**src/include/rv_defs.svh**
```systemverilog
`ifndef RV_DEFS_SVH
`define RV_DEFS_SVH

// major opcodes, instr[6:0]
`define RV_OP_ARITH      7'b0110011
`define RV_OP_ARITH_IMM  7'b0010011
`define RV_OP_LOAD       7'b0000011
`define RV_OP_STORE      7'b0100011
`define RV_OP_BRANCH     7'b1100011
`define RV_OP_JAL        7'b1101111
`define RV_OP_JALR       7'b1100111
`define RV_OP_ECALL      7'b1110011

// funct3 for arithmetic, register and immediate forms share these
`define RV_F3_ADD        3'b000
`define RV_F3_SLL        3'b001
`define RV_F3_XOR        3'b100
`define RV_F3_SRL        3'b101
`define RV_F3_OR         3'b110
`define RV_F3_AND        3'b111

// funct3 for conditional branches
`define RV_F3_BEQ        3'b000
`define RV_F3_BNE        3'b001
`define RV_F3_BLT        3'b100
`define RV_F3_BGE        3'b101

// funct7 that turns add into sub for register arithmetic
`define RV_F7_SUB        7'b0100000

// alu op codes, mostly equal to funct3 so the decoder stays small
// sub sits on the slot that slt would use, slt is not supported
`define RV_ALU_ADD       3'b000
`define RV_ALU_SLL       3'b001
`define RV_ALU_SUB       3'b010
`define RV_ALU_XOR       3'b100
`define RV_ALU_SRL       3'b101
`define RV_ALU_OR        3'b110
`define RV_ALU_AND       3'b111

// sizes
`define RV_IMEM_WORDS    64
`define RV_DMEM_WORDS    64
`define RV_XLEN          32

`endif
```
**src/hw/rv_pkg.sv**
```systemverilog
`include "rv_defs.svh"

package rv_pkg;

  // datum, address or instruction word
  typedef logic [`RV_XLEN-1:0] word_t;

  // register index, x0..x31
  typedef logic [4:0] reg_idx_t;

  // operation code handed from the decoder to the alu
  typedef logic [2:0] alu_op_t;

  // instruction fields
  typedef logic [6:0] opcode_t;
  typedef logic [2:0] funct3_t;

endpackage

```
**src/hw/alu.sv**
```systemverilog
`timescale 1ns/1ps
`include "rv_defs.svh"

module alu (
  input  rv_pkg::alu_op_t alu_op,
  input  rv_pkg::funct3_t funct3,
  input  rv_pkg::word_t   src_a,
  input  rv_pkg::word_t   rs2_data,
  input  rv_pkg::word_t   imm,
  input  logic            alu_src,
  output rv_pkg::word_t   result,
  output logic            bcond
);

  rv_pkg::word_t src_b;
  logic [4:0]    shamt;

  // operand mux
  assign src_b = alu_src ? imm : rs2_data;
  assign shamt = src_b[4:0];

  always_comb begin
    bcond = 1'b0;
    case (alu_op)
      `RV_ALU_ADD: result = src_a + src_b;
      `RV_ALU_SUB: begin
        result = src_a - src_b;
        // branch test on the operands themselves, not on the difference sign,
        // so an overflowing subtraction still compares correctly
        case (funct3)
          `RV_F3_BEQ: bcond = (src_a == src_b);
          `RV_F3_BNE: bcond = (src_a != src_b);
          `RV_F3_BLT: bcond = ($signed(src_a) < $signed(src_b));
          `RV_F3_BGE: bcond = ($signed(src_a) >= $signed(src_b));
          default:    bcond = 1'b0;
        endcase
      end
      `RV_ALU_SLL: result = src_a << shamt;
      `RV_ALU_XOR: result = src_a ^ src_b;
      `RV_ALU_OR:  result = src_a | src_b;
      `RV_ALU_AND: result = src_a & src_b;
      // logical shift, sra is not supported
      `RV_ALU_SRL: result = src_a >> shamt;
      default:     result = '0;
    endcase
  end

endmodule

```
**config.mk**
```make
export PLATFORM = sky130hd
export DESIGN_NAME = alu
export DESIGN_NICKNAME = d
export VERILOG_FILES = /design/src/hw/rv_pkg.sv /design/src/hw/alu.sv
export VERILOG_INCLUDE_DIRS = /design/src /design/src/include
export SDC_FILE = /design/constraint.sdc
export NUM_CORES = 1
export LEC_CHECK = 0
export ABC_CLOCK_PERIOD_IN_PS = 8050
export BUFFER_PORTS_ARGS = -buffer_cell sky130_fd_sc_hd__buf_4
export CAP_MARGIN = 15
export CORE_ASPECT_RATIO = 0.7
export CORE_MARGIN = 2
export CORE_UTILIZATION = 40
export DETAILED_ROUTE_END_ITERATION = 7
export PLACE_DENSITY = 0.59
export SLEW_MARGIN = 40
export SYNTH_ARGS = -nofsm -noshare
export SYNTH_HDL_FRONTEND = slang
export SYNTH_SLANG_ARGS = --single-unit
```
**constraint.sdc**
```tcl
create_clock -name vclk -period 8.05
set_input_delay 1.61 -clock vclk [all_inputs]
set_output_delay 1.61 -clock vclk [all_outputs]
set_load 0.05 [all_outputs]
```
==> metrics.txt, run 1 <==
# TYPE chip_impl_metric gauge
chip_impl_metric{name="floorplan.core_area",unit="um2"} 22800
chip_impl_metric{name="routed_wl",unit="um"} 48600
chip_impl_metric{name="cellLeakagePower",unit="nW"} 4.81
chip_impl_metric{name="num_io_pins",unit=""} 136
chip_impl_metric{name="avgRoutedWirePerCell",unit="um"} 27.1
chip_impl_metric{name="synth_adder_area_share",unit="%"} 13.5
chip_impl_metric{name="place_area",unit="um2"} 10600
chip_impl_info{name="synth_top_cells_by_area",value="sky130_fd_sc_hd__mux2i_1 (14%), sky130_fd_sc_hd__ha_1 (13%), sky130_fd_sc_hd__nand2_1 (6.7%)"} 1
chip_impl_info{name="synthMostInstantiatedCell",value="sky130_fd_sc_hd__nand2_1"} 1
chip_impl_metric{name="netlist_area",unit="um2"} 9350
chip_impl_metric{name="post_layout_inst_area",unit="um2"} 10700
chip_impl_metric{name="worst_pin_slew",unit="ns"} 0.894
chip_impl_metric{name="synthesis.nets",unit=""} 1618
chip_impl_info{name="crit_path_end_kind",value="output port"} 1
chip_impl_metric{name="netlist_instances",unit=""} 1415
chip_impl_metric{name="drc_errors",unit=""} 0
chip_impl_info{name="synth_top_family_by_area",value="compound AO/OA/AOI/OAI gates"} 1
chip_impl_metric{name="initial_core_util",unit="%"} 41.0
chip_impl_metric{name="power_density_over_cell_area",unit="nW/um2"} 106
chip_impl_metric{name="num-nets-final",unit=""} 1684
chip_impl_metric{name="critical_path_arrival",unit="ns"} 6.22
chip_impl_metric{name="synth_simple_gate_area_share",unit="%"} 21.3
chip_impl_info{name="startpoint_type",value="input port"} 1
chip_impl_metric{name="syn_area_per_cell",unit="um2"} 6.61
chip_impl_info{name="critPathKind",value="input port to output port"} 1
chip_impl_metric{name="post_cts_hold_buffer_count",unit=""} 0
chip_impl_metric{name="post_cts_repair_resize_count",unit=""} 0
chip_impl_metric{name="numPortBuffers",unit=""} 136
chip_impl_metric{name="setup_violators_final",unit=""} 0
chip_impl_metric{name="dpl.hpwl",unit="um"} 38200
chip_impl_metric{name="vias_per_cell",unit=""} 6.82
chip_impl_metric{name="layout.clock_buffers",unit=""} 0
chip_impl_metric{name="areaGrowthSynthToFinish",unit="%"} 13.9
chip_impl_info{name="ys_top_cells_by_count",value="sky130_fd_sc_hd__nand2_1 (167), sky130_fd_sc_hd__mux2i_1 (130), sky130_fd_sc_hd__nor2_1 (123)"} 1
chip_impl_metric{name="drv_slew",unit=""} 0
chip_impl_metric{name="gp_routability_congestion",unit=""} 1.05
chip_impl_metric{name="synth_seq_area_share",unit="%"} 0
chip_impl_metric{name="overflow",unit=""} 0
chip_impl_metric{name="placementRows",unit=""} 46
chip_impl_metric{name="layout.area.seq",unit="um2"} 0
chip_impl_metric{name="num_antenna_cells",unit=""} 0
chip_impl_metric{name="yosys-mux-area-fraction",unit="%"} 19.8
chip_impl_metric{name="synth_xor_area_share",unit="%"} 1.12
chip_impl_metric{name="wire_length_of_the_first_global_routing_pass",unit="um"} 71800
chip_impl_metric{name="number_of_global_route_vias_before_repair",unit=""} 11000
chip_impl_metric{name="sequential_cell_total",unit=""} 0
chip_impl_metric{name="grt_start_max_net_pins",unit=""} 56
chip_impl_metric{name="slew-limit-headroom",unit="%"} 40.0
chip_impl_metric{name="die_w",unit="um"} 187
chip_impl_info{name="min-delay-path-class",value="input port to output port"} 1
chip_impl_metric{name="crit_required",unit="ns"} 6.44
chip_impl_metric{name="synth_compound_gate_area_share",unit="%"} 34.5
chip_impl_metric{name="multiInputGateArea",unit="um2"} 8510
chip_impl_metric{name="maxCapViolations",unit=""} 0
chip_impl_metric{name="report.final.hold_viol_count",unit=""} 0
chip_impl_metric{name="final_antenna_net_count",unit=""} 0
chip_impl_metric{name="sum_of_negative_setup_slack",unit="ns"} 0
chip_impl_metric{name="netlist-cell-type-count",unit=""} 83
chip_impl_metric{name="postCtsSetupBuffers",unit=""} 0
chip_impl_metric{name="fillcell_total",unit=""} 2453
chip_impl_metric{name="drive_above_1_share",unit="%"} 15.5
chip_impl_metric{name="die_ar",unit="um2"} 24600
chip_impl_info{name="grt_setup_unrepaired",value="false"} 1
chip_impl_metric{name="yosys_top_cell_area_share",unit="%"} 13.9
chip_impl_metric{name="final.min_clock_period",unit="ns"} 7.83
chip_impl_metric{name="cp_max_fo",unit=""} 23
chip_impl_info{name="result_of_the_run",value="finished clean"} 1
chip_impl_metric{name="drt_iter0_markers",unit=""} 1863
chip_impl_metric{name="timing.fmax",unit="MHz"} 128
chip_impl_metric{name="yosys_warnings",unit=""} 0
chip_impl_metric{name="antenna_found_initial",unit=""} 1
chip_impl_metric{name="final_min_period_over_clock_period",unit="%"} 97.2
chip_impl_metric{name="fin_total_pwr",unit="mW"} 1.12
chip_impl_info{name="post-synth-top-area-cell",value="sky130_fd_sc_hd__mux2i_1"} 1
chip_impl_metric{name="dr_total_vias",unit=""} 12200
chip_impl_metric{name="irDropWorstVdd",unit="V"} 0.0000591
chip_impl_metric{name="drt_first_pass_iters",unit=""} 7
chip_impl_metric{name="floorplan.die.height",unit="um"} 132
chip_impl_metric{name="grt_util_all_layers",unit="%"} 37.5
power breakdown:
| group | internal, mW | switching, mW |
|---|---|---|
| combinational | 0.371 | 0.753 |
| sequential | 0 | 0 |
| clock | 0 | 0 |
final timing paths:
kind / from / endpoint / slack (ns) / cells past startpoint
worst max-delay path: alu_src / bcond / 0.22 / 14
worst min-delay path: funct3[1] / bcond / 3.52 / 3
cells in the final DEF, fill, tap and decap left out, drive strengths merged, types with 16 or more instances in the layout:
| master | n |
|---|---|
| buf | 174 |
| o211ai | 33 |
| inv | 112 |
| mux2i | 133 |
| nor4 | 16 |
| nand3 | 41 |
| nor2 | 124 |
| mux4 | 20 |
| a211oi | 32 |
| a21oi | 115 |
| o21ai | 103 |
| a31oi | 16 |
| nor3 | 25 |
| ha | 98 |
| nand2 | 167 |
per-stage QoR:
step	utilization, %	hold slack [ns]	std cells	worst slack, ns
floorplan	-	3.32	1415	0.230
global placement	46.7	3.52	1791	0.368
detailed placement	46.7	3.52	1791	0.475
CTS	46.7	3.52	1791	0.483
global route	46.7	3.53	1791	0.0812
finish	46.7	3.52	1791	0.224
layer usage:
| layer | up-vias | share of wire (%) | global-route usage, % |
|---|---|---|---|
| met5 | - | 0.027 | 0 |
| met4 | 2 | 2.4 | 7.32 |
| met3 | 95 | 15 | 9.56 |
| met2 | 995 | 38 | 50.1 |
| met1 | 5760 | 45 | 58.7 |
| li1 | 5363 | - | - |
critical path, stage by stage:
cell	delay, ns
sky130_fd_sc_hd__buf_4	0.32
sky130_fd_sc_hd__buf_12	0.26
sky130_fd_sc_hd__mux2i_1	0.32
sky130_fd_sc_hd__ha_1	0.57
sky130_fd_sc_hd__inv_1	0.25
sky130_fd_sc_hd__a21oi_1	0.22
sky130_fd_sc_hd__o311ai_0	0.14
sky130_fd_sc_hd__a21boi_0	0.43
sky130_fd_sc_hd__o21ai_0	0.27
sky130_fd_sc_hd__a2111oi_0	0.72
sky130_fd_sc_hd__mux2i_1	0.23
sky130_fd_sc_hd__mux2i_1	0.18
sky130_fd_sc_hd__a2111oi_2	0.36
sky130_fd_sc_hd__buf_4	0.26
layout make-up:
type	instances	share of cell area (%)
Multi-Input combinational cell	1190	79.9
Tap cell	312	3.67
Timing Repair Buffer	174	12.4
Inverter	115	4.05
cells by family after synthesis:
kind of cell / Yosys count
buffers and inverters: 225
AND/OR/NAND/NOR: 442
AO/OA/AOI/OAI: 478
multiplexers: 158
XOR/XNOR: 12
adder cells (fa/ha/maj): 100
No activity file was read; power rests on OpenSTA's default activity.
==> run 2, diff against run 1 <==
- ABC_AREA: not set -> 1
- PLACE_DENSITY: 0.59 -> 0.6
==> run 2 against run 1 <==
Effect of this change:
- critical path depth grew 7
- maximum frequency grew 7.0%
- die area shrank 5.0%
- count of clock-buffer cells in the layout is the same
- worst hold slack gained 0.14 ns
- non-clock buffer count shrank 23
- setup slack gained 0.51 ns
- highest routed layer is now met4
- first-iteration DRC count grew 3.3%
- core utilization shrank 1.0 points
==> metrics.txt, run 2 <==
# TYPE chip_impl_metric gauge
chip_impl_metric{name="postCtsSetupBuffers",unit=""} 0
chip_impl_metric{name="yosys_top_cell_area_share",unit="%"} 18.5
chip_impl_info{name="synth_top_cells_by_area",value="sky130_fd_sc_hd__nand2_1 (19%), sky130_fd_sc_hd__ha_1 (14%), sky130_fd_sc_hd__o21ai_0 (11%)"} 1
chip_impl_metric{name="setup_violators_final",unit=""} 0
chip_impl_metric{name="netlist_instances",unit=""} 1718
chip_impl_metric{name="synthesis.nets",unit=""} 1921
chip_impl_info{name="result_of_the_run",value="finished clean"} 1
chip_impl_metric{name="wire_length_of_the_first_global_routing_pass",unit="um"} 67100
chip_impl_info{name="min-delay-path-class",value="input port to output port"} 1
chip_impl_metric{name="areaGrowthSynthToFinish",unit="%"} 11.9
chip_impl_info{name="commonest_cells_after_routing_fill_and_taps_aside",value="sky130_fd_sc_hd__nand2_1 (438), sky130_fd_sc_hd__inv_1 (199), sky130_fd_sc_hd__o21ai_0 (188), sky130_fd_sc_hd__nor2_1 (177), sky130_fd_sc_hd__buf_4 (151)"} 1
chip_impl_metric{name="drt_iter0_markers",unit=""} 1925
chip_impl_metric{name="dpl.hpwl",unit="um"} 37700
chip_impl_metric{name="die_w",unit="um"} 182
chip_impl_info{name="post-synth-top-area-cell",value="sky130_fd_sc_hd__nand2_1"} 1
chip_impl_metric{name="grt_util_all_layers",unit="%"} 37.6
chip_impl_metric{name="die_ar",unit="um2"} 23400
chip_impl_metric{name="drv_slew",unit=""} 0
chip_impl_info{name="startpoint_type",value="input port"} 1
chip_impl_metric{name="maxCapViolations",unit=""} 0
chip_impl_metric{name="floorplan.die.height",unit="um"} 129
chip_impl_metric{name="fillcell_total",unit=""} 2528
chip_impl_metric{name="final_min_period_over_clock_period",unit="%"} 90.9
chip_impl_info{name="grt_setup_unrepaired",value="false"} 1
chip_impl_info{name="ys_top_cells_by_count",value="sky130_fd_sc_hd__nand2_1 (438), sky130_fd_sc_hd__inv_1 (199), sky130_fd_sc_hd__o21ai_0 (188)"} 1
chip_impl_metric{name="gp_routability_congestion",unit=""} 1.06
chip_impl_metric{name="drive_above_1_share",unit="%"} 12.1
chip_impl_metric{name="finalCoreUtilization",unit="%"} 45.7
chip_impl_metric{name="floorplan.core_area",unit="um2"} 21700
chip_impl_info{name="synthMostInstantiatedCell",value="sky130_fd_sc_hd__nand2_1"} 1
chip_impl_metric{name="yosys_warnings",unit=""} 0
chip_impl_info{name="mostFrequentLayoutCell",value="sky130_fd_sc_hd__nand2_1"} 1
chip_impl_metric{name="routed_wl",unit="um"} 45900
chip_impl_metric{name="synth_seq_area_share",unit="%"} 0
chip_impl_metric{name="slew-limit-headroom",unit="%"} 45.4
chip_impl_metric{name="numPortBuffers",unit=""} 136
chip_impl_metric{name="final_antenna_net_count",unit=""} 0
chip_impl_metric{name="num_io_pins",unit=""} 136
chip_impl_metric{name="synth_xor_area_share",unit="%"} 0.197
chip_impl_metric{name="vias_per_cell",unit=""} 5.94
chip_impl_metric{name="overflow",unit=""} 0
chip_impl_metric{name="drt_first_pass_iters",unit=""} 6
chip_impl_metric{name="yosys-mux-area-fraction",unit="%"} 3.04
chip_impl_metric{name="netlist_area",unit="um2"} 8880
chip_impl_metric{name="worst_pin_slew",unit="ns"} 0.816
chip_impl_metric{name="report.final.hold_viol_count",unit=""} 0
chip_impl_metric{name="syn_area_per_cell",unit="um2"} 5.17
chip_impl_metric{name="grt_start_max_net_pins",unit=""} 65
chip_impl_metric{name="critical_path_arrival",unit="ns"} 5.71
chip_impl_metric{name="initial_core_util",unit="%"} 40.8
chip_impl_metric{name="layout.clock_buffers",unit=""} 0
chip_impl_metric{name="post_cts_repair_resize_count",unit=""} 0
chip_impl_metric{name="dr_total_vias",unit=""} 12300
chip_impl_metric{name="sequential_cell_total",unit=""} 0
chip_impl_info{name="critPathKind",value="input port to output port"} 1
chip_impl_metric{name="multiInputGateArea",unit="um2"} 7660
chip_impl_metric{name="synth_simple_gate_area_share",unit="%"} 38.6
chip_impl_info{name="setup.worst_path.end",value="bcond"} 1
chip_impl_info{name="crit_path_end_kind",value="output port"} 1
chip_impl_info{name="crit_start",value="alu_src"} 1
chip_impl_metric{name="placementRows",unit=""} 45
chip_impl_metric{name="crit_required",unit="ns"} 6.44
chip_impl_info{name="synth_top_family_by_area",value="simple AND/OR/NAND/NOR gates"} 1
chip_impl_metric{name="sum_of_negative_setup_slack",unit="ns"} 0
chip_impl_metric{name="post_cts_hold_buffer_count",unit=""} 0
chip_impl_metric{name="number_of_global_route_vias_before_repair",unit=""} 10700
chip_impl_metric{name="final.min_clock_period",unit="ns"} 7.32
chip_impl_metric{name="timing.fmax",unit="MHz"} 137
chip_impl_metric{name="avgRoutedWirePerCell",unit="um"} 22.2
chip_impl_metric{name="drc_errors",unit=""} 0
chip_impl_metric{name="synth_compound_gate_area_share",unit="%"} 29.9
chip_impl_metric{name="netlist-cell-type-count",unit=""} 47
chip_impl_metric{name="antenna_found_initial",unit=""} 0
chip_impl_metric{name="layout.area.seq",unit="um2"} 0
chip_impl_metric{name="num-nets-final",unit=""} 1986
chip_impl_metric{name="cp_max_fo",unit=""} 35
chip_impl_metric{name="synth_adder_area_share",unit="%"} 14.3
==> run 2: cell types whose count changed in the layout (fill, tap and decap cells not counted), sizes merged, moves of 17 or more <==
| cell | delta |
|---|---|
| buf | -23 |
| o21ai | +150 |
| nor2 | +57 |
| nand2 | +276 |
| a21oi | +17 |
| mux2i | -106 |
| mux4 | -20 |
| nand3 | +52 |
| a211oi | -27 |
| inv | +96 |
| or2 | +39 |
==> run 2: cells by family (layout without fill, tap and decap cells) <==
family                   count (synthesis)  count (layout)
buffers and inverters                  296             359
other                                    0               1
AO/OA/AOI/OAI                          478             478
XOR/XNOR                                 2               2
multiplexers                            27              27
AND/OR/NAND/NOR                        815             815
adder cells (fa/ha/maj)                100             100
==> run 2: worst min path at each step <==
| stage | start | slack (ns) | to | cells past startpoint |
|---|---|---|---|---|
| after floorplan | funct3[1] | 3.59 | bcond | 3 |
| after global placement | funct3[1] | 3.66 | bcond | 5 |
| after detailed placement | funct3[1] | 3.65 | bcond | 5 |
| after CTS | funct3[1] | 3.66 | bcond | 5 |
| after global routing | funct3[1] | 3.69 | bcond | 5 |
| final | funct3[1] | 3.66 | bcond | 5 |
==> run 2: layout make-up <==
class	instances	share of cell area, %
Multi-Input combinational cell	1422	77.1
Tap cell	282	3.55
Timing Repair Buffer	151	11.4
Antenna cell	1	0.0252
Inverter	208	7.88
==> run 2: critical path: stages <==
cell and delay, ns:
sky130_fd_sc_hd__buf_4 0.47, sky130_fd_sc_hd__inv_4 0.32, sky130_fd_sc_hd__or2_2 0.36, sky130_fd_sc_hd__o21ai_0 0.20, sky130_fd_sc_hd__ha_1 0.43, sky130_fd_sc_hd__nor2_1 0.20, sky130_fd_sc_hd__inv_1 0.14, sky130_fd_sc_hd__nor2_1 0.36
sky130_fd_sc_hd__nand2_1 0.14, sky130_fd_sc_hd__nor3_1 0.26, sky130_fd_sc_hd__nand2_1 0.12, sky130_fd_sc_hd__nand2_1 0.13, sky130_fd_sc_hd__nand2_1 0.06, sky130_fd_sc_hd__nand2_1 0.09, sky130_fd_sc_hd__inv_1 0.08, sky130_fd_sc_hd__nand2_1 0.16
sky130_fd_sc_hd__nand3_1 0.09, sky130_fd_sc_hd__nand2_1 0.06, sky130_fd_sc_hd__inv_1 0.03, sky130_fd_sc_hd__a21oi_1 0.11, sky130_fd_sc_hd__buf_4 0.23
==> run 2: through the flow <==
| step | cells | hold WS [ns] | worst slack, ns | area (um2) |
|---|---|---|---|---|
| 6_report | 2064 | 3.66 | 0.733 | 9940 |
| 5_1_grt | 2063 | 3.69 | 0.591 | 9930 |
| 4_1_cts | 2063 | 3.66 | 0.970 | 9930 |
| 3_5_place_dp | 2063 | 3.65 | 0.970 | 9930 |
| 3_3_place_gp | 2063 | 3.66 | 0.970 | 9930 |
| 2_1_floorplan | 1718 | 3.59 | 1.69 | 8880 |
==> run 2: layer usage <==
layer | share of wire (%) | GRT usage [%]
met2 | 39 | 54.6
met4 | 3.2 | 9.30
met3 | 12 | 8.60
met5 | 0 | 0
met1 | 45 | 55.6
==> run 3, diff against run 2 <==
- CORE_UTILIZATION: 40 -> 60
- PLACE_DENSITY: 0.6 -> 0.84
==> run 3 against run 2 <==
Effect of this change:
- global-route usage grew 14 points
- via count grew 4.5%
- critical path type unchanged
- wire length shrank 7.8%
- the run now ends with design-rule violations left
- setup slack gained 0.13 ns
- sequential share of layout area is the same
- maximum frequency grew 1.9%
==> metrics.txt, run 3 (synthesis gave the netlist of run 2 again) <==
# TYPE chip_impl_metric gauge
chip_impl_info{name="result_of_the_run",value="finished, violations left"} 1
chip_impl_info{name="violations_in_the_final_reports",value="design-rule violations"} 1
chip_impl_metric{name="worst_pin_slew",unit="ns"} 0.836
chip_impl_metric{name="vias_per_cell",unit=""} 6.48
chip_impl_info{name="grt_setup_unrepaired",value="false"} 1
chip_impl_info{name="startpoint_type",value="input port"} 1
chip_impl_info{name="min-delay-path-class",value="input port to output port"} 1
chip_impl_metric{name="drv_slew",unit=""} 0
chip_impl_metric{name="cp_max_fo",unit=""} 40
chip_impl_metric{name="final_cells",unit=""} 1975
chip_impl_metric{name="number_of_global_route_vias_before_repair",unit=""} 11200
chip_impl_metric{name="final.min_clock_period",unit="ns"} 7.18
chip_impl_metric{name="final_min_period_over_clock_period",unit="%"} 89.2
chip_impl_metric{name="post_cts_hold_buffer_count",unit=""} 0
chip_impl_metric{name="overflow",unit=""} 0
chip_impl_metric{name="place_area",unit="um2"} 9820
chip_impl_metric{name="sum_of_negative_setup_slack",unit="ns"} 0
chip_impl_metric{name="num_antenna_cells",unit=""} 0
chip_impl_metric{name="num_io_pins",unit=""} 136
chip_impl_info{name="crit_path_end_kind",value="output port"} 1
chip_impl_info{name="worst_hold_startpoint",value="funct3[1]"} 1
chip_impl_metric{name="final_antenna_net_count",unit=""} 0
chip_impl_metric{name="irDropWorstVdd",unit="V"} 0.0000574
chip_impl_metric{name="setup_violators_final",unit=""} 0
chip_impl_metric{name="drt_iter0_markers",unit=""} 2280
chip_impl_metric{name="critical_path_arrival",unit="ns"} 5.57
chip_impl_metric{name="postCtsSetupBuffers",unit=""} 0
chip_impl_metric{name="drive_above_1_share",unit="%"} 12.1
chip_impl_metric{name="antenna_found_initial",unit=""} 0
chip_impl_metric{name="floorplan.die.height",unit="um"} 106
chip_impl_metric{name="placementRows",unit=""} 37
chip_impl_metric{name="num-nets-final",unit=""} 1985
chip_impl_metric{name="areaGrowthSynthToFinish",unit="%"} 10.7
chip_impl_metric{name="multiInputGateArea",unit="um2"} 7670
chip_impl_metric{name="maxCapViolations",unit=""} 0
chip_impl_metric{name="dpl.hpwl",unit="um"} 34500
chip_impl_metric{name="floorplan.core_area",unit="um2"} 14600
chip_impl_metric{name="numPortBuffers",unit=""} 136
chip_impl_metric{name="fillcell_total",unit=""} 1425
chip_impl_metric{name="avgRoutedWirePerCell",unit="um"} 21.4
chip_impl_metric{name="wire_length_of_the_first_global_routing_pass",unit="um"} 63300
chip_impl_metric{name="placed_cells_incl_taps",unit=""} 1975
chip_impl_metric{name="layout.clock_buffers",unit=""} 0
chip_impl_metric{name="slew-limit-headroom",unit="%"} 44.1
chip_impl_metric{name="drc_errors",unit=""} 35
chip_impl_metric{name="fin_worst_hold_slack",unit="ns"} 3.68
chip_impl_info{name="crit_start",value="alu_src"} 1
chip_impl_metric{name="timing.fmax",unit="MHz"} 139
chip_impl_metric{name="initial_core_util",unit="%"} 60.9
chip_impl_metric{name="grt_start_max_net_pins",unit=""} 67
chip_impl_metric{name="die_ar",unit="um2"} 15800
chip_impl_info{name="commonest_cells_after_routing_fill_and_taps_aside",value="sky130_fd_sc_hd__nand2_1 (438), sky130_fd_sc_hd__inv_1 (198), sky130_fd_sc_hd__o21ai_0 (188), sky130_fd_sc_hd__nor2_1 (177), sky130_fd_sc_hd__buf_4 (150)"} 1
chip_impl_metric{name="die_w",unit="um"} 149
chip_impl_metric{name="report.final.hold_viol_count",unit=""} 0
chip_impl_metric{name="cellLeakagePower",unit="nW"} 4.94
chip_impl_metric{name="layout.area.seq",unit="um2"} 0
chip_impl_metric{name="routed_wl",unit="um"} 42300
chip_impl_metric{name="crit_required",unit="ns"} 6.44
chip_impl_metric{name="worst_slack_at_placement",unit="ns"} 1.16
chip_impl_info{name="mostFrequentLayoutCell",value="sky130_fd_sc_hd__nand2_1"} 1
chip_impl_metric{name="drt_first_pass_iters",unit=""} 8
chip_impl_info{name="critPathKind",value="input port to output port"} 1
chip_impl_metric{name="sequential_cell_total",unit=""} 0
chip_impl_metric{name="power_density_over_cell_area",unit="nW/um2"} 102
chip_impl_metric{name="post_cts_repair_resize_count",unit=""} 0
chip_impl_metric{name="post_layout_inst_area",unit="um2"} 9820
chip_impl_metric{name="grt_util_all_layers",unit="%"} 51.8
chip_impl_metric{name="final.setup.worst_slack",unit="ns"} 0.868
chip_impl_metric{name="gp_routability_congestion",unit=""} 1.14
chip_impl_metric{name="dr_total_vias",unit=""} 12800
==> run 3: metal layers <==
layer  routed length [um]  track usage [%]  vias to the layer above
met4                 2670             24.3                        0
li1                     -                -                     5827
met1                16500             71.9                     5610
met2                15400             69.8                     1173
met3                 7740             19.0                      194
met5                    0                0                        -
==> run 3: layout make-up <==
type / count / area share [%]
tap: 195 / 2.48
inverter: 208 / 7.97
timing repair buffer: 150 / 11.5
multi-input combinational: 1422 / 78.1
==> run 3: critical path, cell delays in order <==
cell and delay [ns]:
sky130_fd_sc_hd__buf_4 0.27, sky130_fd_sc_hd__inv_4 0.40, sky130_fd_sc_hd__nand2_2 0.12, sky130_fd_sc_hd__nand2_4 0.33, sky130_fd_sc_hd__ha_1 0.25, sky130_fd_sc_hd__inv_1 0.06, sky130_fd_sc_hd__fa_1 0.43, sky130_fd_sc_hd__nand2_1 0.11
sky130_fd_sc_hd__nand2_1 0.12, sky130_fd_sc_hd__and2_1 0.20, sky130_fd_sc_hd__a21oi_1 0.30, sky130_fd_sc_hd__o21ai_0 0.22, sky130_fd_sc_hd__nand2_1 0.16, sky130_fd_sc_hd__nand2_1 0.18, sky130_fd_sc_hd__nand3_1 0.16, sky130_fd_sc_hd__nand2_1 0.06
sky130_fd_sc_hd__nand2_1 0.06, sky130_fd_sc_hd__nand3_1 0.12, sky130_fd_sc_hd__nand4_1 0.13, sky130_fd_sc_hd__buf_4 0.21
==> run 3: path summary, 6_finish.rpt <==
path / end / slack [ns] / cells after the start
max: result[30] / 0.87 / 20
min: bcond / 3.68 / 5
==> run 3: report_power, final <==
part           total (mW)  internal [mW]  leakage, nW  switching, mW
registers               0              0            0              0
clock network           0              0            0              0
logic               0.997          0.286         4.94          0.712
total               0.997          0.286         4.94          0.712
==> run 3: per-stage QoR <==
stage	util [%]	power, mW
finish	67.4	0.997
global route	67.4	1.05
CTS	67.4	0.941
detailed placement	67.4	0.937
global placement	67.3	0.931
floorplan	-	0.641
